File: config.mk
export PLATFORM = sky130hd
export DESIGN_NAME = mem_ctrl
export DESIGN_NICKNAME = d
export VERILOG_FILES = /design/src/design/mem_pkg.sv /design/src/design/mem_arbiter_fsm.sv /design/src/design/byte_counter.sv /design/src/design/byte_sequencer.sv /design/src/design/mem_ctrl.sv
export VERILOG_INCLUDE_DIRS = /design/src /design/src/design
export SDC_FILE = /design/constraint.sdc
export NUM_CORES = 1
export LEC_CHECK = 0
export BUFFER_PORTS_ARGS = -buffer_cell sky130_fd_sc_hd__buf_4
export CORE_MARGIN = 4
export CORE_UTILIZATION = 42
export DETAILED_ROUTE_END_ITERATION = 12
export PLACE_DENSITY = 0.74
export SETUP_SLACK_MARGIN = 0.15
export SYNTH_ARGS = -nofsm -noshare
export SYNTH_HDL_FRONTEND = slang
export SYNTH_HIERARCHICAL = 1
export SYNTH_SLANG_ARGS = --single-unit
File: constraint.sdc
create_clock -name clk_in -period 10.55 [get_ports clk_in]
set_clock_uncertainty 0.2 [all_clocks]
set_input_delay 2.11 -clock clk_in [delete_from_list [all_inputs] [get_ports clk_in]]
set_output_delay 2.11 -clock clk_in [all_outputs]
set_load 0.05 [all_outputs]
File: src/design/mem_defines.svh
// ======================================================================
// widths, counts and I/O region bits of the memory controller
// ======================================================================
`ifndef MEM_DEFINES_SVH
`define MEM_DEFINES_SVH

`define MEM_ADDR_W      32
`define MEM_WORD_W      32
`define MEM_BYTE_W      8
`define MEM_CNT_W       2   // byte index within one access

// address bits 17:16 both set select the I/O region
`define MEM_IO_HI       17
`define MEM_IO_LO       16

`define MEM_FETCH_BYTES 4

`endif

File: src/design/mem_pkg.sv
// ======================================================================
// memory controller types: vectors, request and bus structs, enums
// ======================================================================
`include "mem_defines.svh"

package mem_pkg;

  typedef logic [`MEM_ADDR_W-1:0] addr_t;
  typedef logic [`MEM_WORD_W-1:0] word_t;
  typedef logic [`MEM_BYTE_W-1:0] byte_t;
  typedef logic [`MEM_CNT_W-1:0]  cnt_t;
  typedef logic [`MEM_CNT_W-1:0]  size_t;   // bytes minus one

  typedef struct packed {
    addr_t addr;
    size_t size;
    word_t wdata;   // unused for reads
  } mem_req_t;

  typedef struct packed {
    addr_t a;
    byte_t dout;
    logic  wr;      // 1 for write
  } mem_bus_t;

  typedef enum logic [1:0] {
    CLIENT_FETCH,
    CLIENT_LOAD,
    CLIENT_STORE
  } client_t;

  typedef enum logic [1:0] {
    ARB_IDLE,
    ARB_ACCESS,
    ARB_DRAIN,
    ARB_DONE
  } arb_state_t;

endpackage

File: src/design/mem_arbiter_fsm.sv
// ======================================================================
// port arbiter FSM: fixed priority pick, byte stepping, grant and done
// ======================================================================
`timescale 1ns/1ns
`include "mem_defines.svh"

module mem_arbiter_fsm import mem_pkg::*; (
  input  logic    clk_in,
  input  logic    rst_in,
  input  logic    rdy_in,
  input  logic    fetch_req,
  input  logic    load_req,
  input  logic    store_req,
  input  logic    hold,
  input  logic    last,
  output logic    fetch_gnt,
  output logic    load_gnt,
  output logic    store_gnt,
  output logic    fetch_done,
  output logic    load_done,
  output logic    store_done,
  output client_t owner,
  output logic    start,
  output logic    step
);

  arb_state_t state, state_next;
  client_t    owner_q, pick;
  logic [2:0] gnt_q, done_q;   // one bit per client
  logic       go_done;

  function automatic logic [2:0] client_bit(client_t c);
    return 3'b001 << c;
  endfunction

  // store beats load beats fetch
  always_comb
  begin
    if (store_req)
      pick = CLIENT_STORE;
    else if (load_req)
      pick = CLIENT_LOAD;
    else
      pick = CLIENT_FETCH;
  end

  assign owner = (state == ARB_IDLE) ? pick : owner_q;
  assign start = (state == ARB_IDLE) && rdy_in && (fetch_req || load_req || store_req);
  assign step  = (state == ARB_ACCESS) && rdy_in && !hold;

  always_comb
  begin
    state_next = state;
    go_done    = 1'b0;
    case (state)
      ARB_IDLE:   if (start) state_next = ARB_ACCESS;
      ARB_ACCESS:
        if (step && last)
        begin
          if (owner_q == CLIENT_STORE)
          begin
            state_next = ARB_DONE;   // writes need no drain
            go_done    = 1'b1;
          end
          else
            state_next = ARB_DRAIN;  // last read byte still in flight
        end
      ARB_DRAIN:
      begin
        state_next = ARB_DONE;
        go_done    = rdy_in;
      end
      default:    state_next = ARB_IDLE;
    endcase
  end

  always_ff @(posedge clk_in)
  begin
    if (rst_in)
    begin
      state   <= ARB_IDLE;
      owner_q <= CLIENT_FETCH;
      gnt_q   <= '0;
      done_q  <= '0;
    end
    else
    begin
      gnt_q  <= start ? client_bit(pick) : 3'b000;     // single cycle pulses
      done_q <= go_done ? client_bit(owner_q) : 3'b000;
      if (rdy_in)
      begin
        state <= state_next;
        if (start)
          owner_q <= pick;
      end
    end
  end

  assign fetch_gnt  = gnt_q[CLIENT_FETCH];
  assign load_gnt   = gnt_q[CLIENT_LOAD];
  assign store_gnt  = gnt_q[CLIENT_STORE];
  assign fetch_done = done_q[CLIENT_FETCH];
  assign load_done  = done_q[CLIENT_LOAD];
  assign store_done = done_q[CLIENT_STORE];

endmodule

File: src/design/byte_counter.sv
// ======================================================================
// byte cycle counter with last-byte flag
// ======================================================================
`timescale 1ns/1ns
`include "mem_defines.svh"

module byte_counter import mem_pkg::*; (
  input  logic  clk_in,
  input  logic  rst_in,
  input  logic  rdy_in,
  input  logic  start,
  input  logic  step,
  input  size_t size,
  output cnt_t  index,
  output logic  last
);

  always_ff @(posedge clk_in)
  begin
    if (rst_in)
      index <= '0;
    else if (rdy_in)
    begin
      if (start)
        index <= '0;
      else if (step)
        index <= index + 1'b1;
    end
  end

  // size already holds length minus one
  assign last = (index == size);

endmodule

File: src/design/byte_sequencer.sv
// ======================================================================
// request latch, byte address and write data, read assembly, I/O hold
// ======================================================================
`timescale 1ns/1ns
`include "mem_defines.svh"

module byte_sequencer import mem_pkg::*; (
  input  logic     clk_in,
  input  logic     rst_in,
  input  logic     rdy_in,
  input  logic     start,
  input  logic     step,
  input  client_t  owner,
  input  addr_t    fetch_addr,
  input  mem_req_t load_cmd,
  input  mem_req_t store_cmd,
  input  cnt_t     index,
  input  logic     io_buffer_full,
  input  byte_t    mem_din,
  output mem_bus_t mem_bus,
  output size_t    size,
  output logic     hold,
  output word_t    rdata
);

  localparam size_t FETCH_SIZE = size_t'(`MEM_FETCH_BYTES - 1);

  mem_req_t req_q;
  addr_t    byte_addr;
  logic     is_store;
  logic     io_addr;
  logic     rd_pend;   // read byte due on mem_din
  cnt_t     lane_q;

  always_ff @(posedge clk_in)
  begin
    if (rdy_in && start)
    begin
      case (owner)
        CLIENT_STORE: req_q <= store_cmd;
        CLIENT_LOAD:  req_q <= load_cmd;
        default:      req_q <= '{addr: fetch_addr, size: FETCH_SIZE, wdata: '0};
      endcase
    end
  end

  assign size      = req_q.size;
  assign byte_addr = req_q.addr + addr_t'(index);
  assign is_store  = (owner == CLIENT_STORE);
  assign io_addr   = byte_addr[`MEM_IO_HI] && byte_addr[`MEM_IO_LO];

  // uart side full, hold the byte until it drains
  assign hold = is_store && io_addr && io_buffer_full;

  assign mem_bus.a    = byte_addr;
  assign mem_bus.dout = req_q.wdata[index*`MEM_BYTE_W +: `MEM_BYTE_W];
  assign mem_bus.wr   = step && is_store;   // step is low while rdy_in is low

  always_ff @(posedge clk_in)
  begin
    if (rst_in)
    begin
      rd_pend <= 1'b0;
      lane_q  <= '0;
    end
    else
    begin
      rd_pend <= step && !is_store;
      lane_q  <= index;
    end
  end

  // memory answers one cycle after the address even when paused
  always_ff @(posedge clk_in)
  begin
    if (rdy_in && start)
      rdata <= '0;   // short loads come back zero extended
    else if (rd_pend)
      rdata[lane_q*`MEM_BYTE_W +: `MEM_BYTE_W] <= mem_din;
  end

endmodule

File: src/design/mem_ctrl.sv
// ======================================================================
// memory controller top: fetch, load and store share one byte port
// ======================================================================
`timescale 1ns/1ns
`include "mem_defines.svh"

module mem_ctrl import mem_pkg::*; (
  input  logic     clk_in,
  input  logic     rst_in,
  input  logic     rdy_in,

  input  logic     fetch_req,
  input  addr_t    fetch_addr,
  output logic     fetch_gnt,
  output logic     fetch_done,
  output word_t    fetch_data,

  input  logic     load_req,
  input  mem_req_t load_cmd,
  output logic     load_gnt,
  output logic     load_done,
  output word_t    load_data,

  input  logic     store_req,
  input  mem_req_t store_cmd,
  output logic     store_gnt,
  output logic     store_done,

  input  byte_t    mem_din,
  output mem_bus_t mem_bus,
  input  logic     io_buffer_full
);

  client_t owner;
  logic    start, step, hold, last;
  cnt_t    index;
  size_t   size;
  word_t   rdata;

  mem_arbiter_fsm i_arbiter (
    .clk_in     (clk_in),
    .rst_in     (rst_in),
    .rdy_in     (rdy_in),
    .fetch_req  (fetch_req),
    .load_req   (load_req),
    .store_req  (store_req),
    .hold       (hold),
    .last       (last),
    .fetch_gnt  (fetch_gnt),
    .load_gnt   (load_gnt),
    .store_gnt  (store_gnt),
    .fetch_done (fetch_done),
    .load_done  (load_done),
    .store_done (store_done),
    .owner      (owner),
    .start      (start),
    .step       (step)
  );

  byte_counter i_counter (
    .clk_in (clk_in),
    .rst_in (rst_in),
    .rdy_in (rdy_in),
    .start  (start),
    .step   (step),
    .size   (size),
    .index  (index),
    .last   (last)
  );

  byte_sequencer i_sequencer (
    .clk_in         (clk_in),
    .rst_in         (rst_in),
    .rdy_in         (rdy_in),
    .start          (start),
    .step           (step),
    .owner          (owner),
    .fetch_addr     (fetch_addr),
    .load_cmd       (load_cmd),
    .store_cmd      (store_cmd),
    .index          (index),
    .io_buffer_full (io_buffer_full),
    .mem_din        (mem_din),
    .mem_bus        (mem_bus),
    .size           (size),
    .hold           (hold),
    .rdata          (rdata)
  );

  // only one read owns the port, so both clients see the same word
  assign fetch_data = rdata;
  assign load_data  = rdata;

endmodule

* Word level (Yosys, flattened, before mapping)
Index checks and enable logic that the tools add are counted.
Storage, ports and cells: input port bits 179, register bits 113
Operators by class: muxes and demuxes 14, eq/ne operators 8, add/subtract/negate cells 3, reduce and logical (&&, ||, !) cells 22, bitwise operators 2, shift operators 5
Operators with widths (count):
- 66-bit case mux with 2 select lines | 1
- 5-bit negation with 34-bit output | 1
- 8-bit by 34-bit variable shift with 32-bit output, first input constant | 1
- 8-bit by 34-bit variable part select with 32-bit output | 1
- 32-bit by 2-bit adder with 32-bit output | 1
- 32-bit bitwise mux | 1
- 32-bit by 6-bit variable part select with 8-bit output | 1
- 2-bit 2-to-1 mux | 6
- 1-bit logical AND | 11
- 2-bit equality test, second input constant | 3
- 2-bit case mux with 3 select lines | 1
- 1-bit by 2-bit left shift with 3-bit output, first input constant | 2
- 2-bit by 1-bit equality test with 1-bit output, second input constant | 2
- 1-bit 2-to-1 mux | 4
- 2-bit AND reduction | 2
- 2-bit OR reduction | 2
- 3-bit AND reduction | 1
- 2-bit by 1-bit adder with 2-bit output, second input constant | 1
- 2-bit equality test | 1
- 1-bit logical NOT | 2
- 2-bit logical NOT | 1
- 1-bit logical OR | 2
- 2-bit by 1-bit != test with 1-bit output, second input constant | 1
- 2-bit != test, second input constant | 1
- 3 further kinds | 4

* Longest topological paths before layout
depth after elaboration 13, depth in mapped cells 15

* By module
The synthesis kept the hierarchy.
Modules (own cells, without submodules):
- byte_sequencer | sequential area each 2682.6 µm², cells an instance 497, times used 1, area each 5225.0 µm²
- mem_arbiter_fsm | sequential area each 200.2 µm², cells an instance 58, times used 1, area each 528.0 µm²
- mem_ctrl | sequential area each 0.0 µm², cells an instance 32, times used 1, area each 240.2 µm²
- byte_counter | sequential area each 40.0 µm², cells an instance 14, times used 1, area each 115.1 µm²

* Least setup slack after synthesis
No wires, ideal clock.
kind input -> output, start point input store_req, end point output mem_bus[0] in the netlist's numbering, slack 4.487 ns, path buffers 2, stages 10, arrival 3.753 ns, data required time 8.240 ns, path through nand3b_1 o21ai_0 inv_1 ha_1 clkbuf_1 clkbuf_1 nand2_1 a211oi_2 and3b_1 and2_1
RTL lines:
- start, declared | RTL line mem_ctrl.sv:24 | input logic store_req,
- end, declared | RTL line mem_ctrl.sv:30 | output mem_bus_t mem_bus,

==> metrics list <==
- Status: finished, final reports clean
- DRT Wirelength: 18,500 µm
- The finished layout holds 1,037 standard cells, fillers aside.
- Final total power: 1.516 mW
- The total overflow left after global routing is 0.
* Post-place setup slack: 4.443 ns
- Post-CTS timing repair inserted 0 buffers for setup.
- Measured on the finished design, the core utilization comes to 61.77%.
- The final hold violation count was 0.
- For this run, design rule violations remaining after detail routing come to 0.
- Inserted Clock Buffers: 17
* Biggest fanout along the worst timing path: 68
- The worst setup path is of the in -> out kind.
- Power spread over the standard cell area amounts to 174.7 mW/mm².
* Worst path arrival time: 3.78 ns
* Relative slew margins: 40.77%
- Pin count of the biggest net entering global routing: 99
* Initial antenna violation count: 0
- Setup slack on the worst reg-to-reg path comes out at 6.87 ns.
- Worst-case reg-to-reg path depth: 11
* All-Layer GR Usage: 21.66%
- Post-synthesis register bit count: 113
- Starting DRT DRC Count: 317
- The tightest min-delay check is of the reg -> reg type.
* Worst-case hold slack: 0.3322 ns
- Required time worst endpoint: 8.24 ns
* Number of levels the H-tree was split into: 4
- In this run, distinct cell masters in the synthesized netlist total 48.
- Mean Syn Cell Area: 10.16 µm²
* Number of global-route vias before repair: 5,362
- Final number of max-transition violations: 0
- Post-CTS repair changed the size of 0 cells.
- DP HPWL: 14,420 µm
- STA classifies the critical path startpoint as an input port.
- Final total negative setup slack: 0 ns
* Launch point of the worst path: store_req
- Async set-or-reset flop fraction in the synthesized netlist: 0%
- Final instance area: 0.008675 mm²
- Once placement completed, the tool counted placed cells totaling 1,005.
* Clock insertion delay at the later pin of the skew report: 0.41 ns
- The repair_antennas step left the layout with diodes totalling 0.
* Number of detailed-route iterations in the first pass: 6
* Buffer cell driving the clock tree root: clkbuf_16
* Number of I/O port buffers: 289
* Layout-stage area growth over the synthesis result: 42.01%
* Number of warning messages in the yosys log: 6
- Clock-pin slew was measured on the worst setup and hold paths at 0.05 ns.
- Per report_power, the combinational group accounts for 29.9% of the total.
* Gate Count Post-Synth: 601
- Layout net count: 1,037
- Registers are responsible for 36.7% of the overall power.
* Net count of the mapped netlist: 794
* Area of the die: 0.01654 mm²
* Transition time at the pin with the least slew margin: 0.8861 ns
- In this run, synthesis inferred 66 flip-flops with an integrated enable.
- At the end of routability-driven placement, the weighted congestion stood at 0.8923.
- Counting the fill cells in the layout gives 1,179.
- Proportion of synthesized chip area in sequential cells: 47.85%
* Internal cell power: 1.007 mW
- Across the run, the number of max-cap violations was 0.
* Die Span Y: 128.6 µm
* Maximum VDD drop: 0.0001055 V
* Vias after detailed routing: 5,585
- Std-Cell Core Area: 0.01404 mm²
- Flip-flop cell with the highest count after synthesis: edfxtp_1
- Initial standard-cell utilization of the core: 43.50%
* Share of layout cells above drive strength 1: 40.72%
- Clock tree synthesis found a total of 113 sinks.
* Switching power of the nets: 508.6 µW
- Of the total power, the clock network draws 33.3%.
- Net switching is 33.56% of the power.
- After floorplanning, the core was divided into 43 placement rows.
* Kind of end point of the critical path: primary output
* Final number of setup-violating endpoints: 0
- Routed wire per std cell: 17.84 µm
- Area of all sequential standard cells: 0.002923 mm²
* Final ANT Viol Nets: 0
* Cell Area, Synth: 0.006108 mm²
- Measured along the x axis, the die boundary spans 128.6 µm.
- In this run, post-CTS hold repair placed 0 buffers.
- Crit path to: mem_bus[0]
* Standby leakage power: 3.727 nW
* Maximum count of clock buffers along a single path: 2
- Clock tree from TritonCTS: done
* First-pass GRT wire length: 27,830 µm
- Maximum achievable frequency: 164.1 MHz
- In this run the critical register-to-register path is captured at i_counter/index[0]$_SDFFE_PP0P_.
- Minimum period implied by the final worst setup slack: 6.093 ns
- In this run the critical register-to-register path is launched from i_counter/index[0]$_SDFFE_PP0P_.
- Boundary Pins: 290
- The multi-input combinational cells in the finished layout cover a total of 0.002729 mm².
* PnR worst setup slack: 4.457 ns
- Of the available clock period, the critical path in the final layout requires 57.75%.
- Placement-stage cell area: 0.008144 mm²
* Vias per cell: 5.386
- Setup repair after global routing left no endpoint under its margin.
## cells in the mapped netlist (2+ instances only)
| cell type | n | area (µm²) |
|---|---|---|
| xnor2_1 | 9 | 78.83 |
| o21ai_0 | 37 | 185.2 |
| nor2_1 | 76 | 285.3 |
| nor4_2 | 4 | 50.05 |
| nand4_1 | 6 | 37.54 |
| buf_2 | 2 | 10.01 |
| xor2_1 | 22 | 192.7 |
| and3_1 | 6 | 37.54 |
| o31ai_1 | 2 | 15.01 |
| buf_1 | 5 | 18.77 |
| nor3_1 | 8 | 40.04 |
| nor3b_1 | 2 | 15.01 |
| nor4_1 | 7 | 43.79 |
| edfxtp_1 | 66 | 1982 |
| inv_1 | 18 | 67.56 |
| buf_4 | 34 | 255.2 |
| nand2_1 | 54 | 202.7 |
| nand4_4 | 2 | 42.54 |
| and3b_1 | 3 | 26.28 |
| dfxtp_1 | 47 | 940.9 |
| nand2b_1 | 5 | 31.28 |
| a21oi_1 | 4 | 20.02 |
| nor4b_2 | 3 | 45.04 |
| nand3b_1 | 3 | 22.52 |
| ha_1 | 13 | 162.7 |
| a221o_1 | 2 | 20.02 |
| mux2i_1 | 3 | 30.03 |
| clkbuf_1 | 27 | 101.4 |
| and2_1 | 3 | 18.77 |
| nand3_1 | 7 | 35.03 |
| a22oi_1 | 96 | 720.7 |
| and4_1 | 2 | 17.52 |
| mux4_2 | 8 | 180.2 |
## worst min-delay path by stage
stage	start	to	slack (ns)	cells after the start
after global placement	i_arbiter/state[0]$_SDFFE_PP0P_	i_arbiter/state[0]$_SDFFE_PP0P_	0.29	2
after floorplan	i_arbiter/owner_q[1]$_SDFFE_PP0P_	i_arbiter/done_q[1]$_SDFF_PP0_	0.25	1
after detailed placement	i_arbiter/owner_q[1]$_SDFFE_PP0P_	i_arbiter/done_q[1]$_SDFF_PP0_	0.31	1
final	i_arbiter/state[0]$_SDFFE_PP0P_	i_arbiter/state[0]$_SDFFE_PP0P_	0.33	2
after CTS	i_arbiter/owner_q[1]$_SDFFE_PP0P_	i_arbiter/done_q[1]$_SDFF_PP0_	0.32	1
after global routing	i_arbiter/owner_q[0]$_SDFFE_PP0P_	i_arbiter/owner_q[0]$_SDFFE_PP0P_	0.37	2
## layout by cell type, fill, tap and decap left out, types with 6 or more instances in the layout
cell,n
buf_4,293
a22oi_1,96
nor2_1,76
edfxtp_1,66
nand2_1,54
dfxtp_1,47
o21ai_0,37
xor2_1,22
inv_1,18
clkbuf_16,17
ha_1,11
xnor2_1,9
nor3_1,8
mux4_2,8
nor4_1,7
nand3_1,7
and3_1,6
nand4_1,6
## metal layers
| metal | routed length (µm) | global-route usage [%] | vias to the layer above |
|---|---|---|---|
| li1 | - | - | 2680 |
| met1 | 7149 | 26.33 | 2614 |
| met2 | 9192 | 36.50 | 263 |
| met3 | 1648 | 5.770 | 28 |
| met4 | 504 | 9.018 | 0 |
| met5 | 0 | 0 | - |
## cell families after synthesis
logic type	synth area share, %
AO/OA/AOI/OAI	16.88
flip-flops	47.85
adder cells (fa/ha/maj)	2.991
multiplexers	3.441
AND/OR/NAND/NOR	16.80
XOR/XNOR	4.445
buffers and inverters	7.599
## sequential cells by signal (all words and copies together), names as in the netlist
| signal | cells |
|---|---|
| i_sequencer/rdata | 32 |
| i_counter/index | 2 |
| i_sequencer/req_q | 64 |
| i_sequencer/lane_q | 2 |
| i_arbiter/done_q | 3 |
| i_arbiter/gnt_q | 3 |
| i_arbiter/state | 2 |
| i_sequencer/size | 2 |
| i_arbiter/owner_q | 2 |
| i_sequencer/rd_pend | 1 |
## worst max-delay path, cell delays in order
cell	delay, ns
buf_4	0.12
nand3b_1	0.12
o21ai_0	0.13
inv_1	0.09
ha_2	0.20
buf_4	0.56
and2_1	0.25
buf_4	0.20
## power groups by stage
stage / Sequential [mW] / Clock, mW / Combinational (mW)
after floorplan: 0.578 / 0 / 0.287
after global placement: 0.563 / 0 / 0.448
after detailed placement: 0.564 / 0 / 0.455
after CTS: 0.556 / 0.517 / 0.457
after global routing: 0.561 / 0.536 / 0.490
final: 0.556 / 0.505 / 0.454
## final cells by class
| type | instances | area share, % |
|---|---|---|
| Sequential cell | 113 | 33.69 |
| Multi-Input combinational cell | 401 | 31.46 |
| Timing Repair Buffer | 293 | 25.36 |
| Clock buffer | 26 | 5.755 |
| Tap cell | 180 | 2.596 |
| Inverter | 18 | 0.7789 |
| Clock inverter | 6 | 0.3606 |
Power figures use the tool's default switching activity.
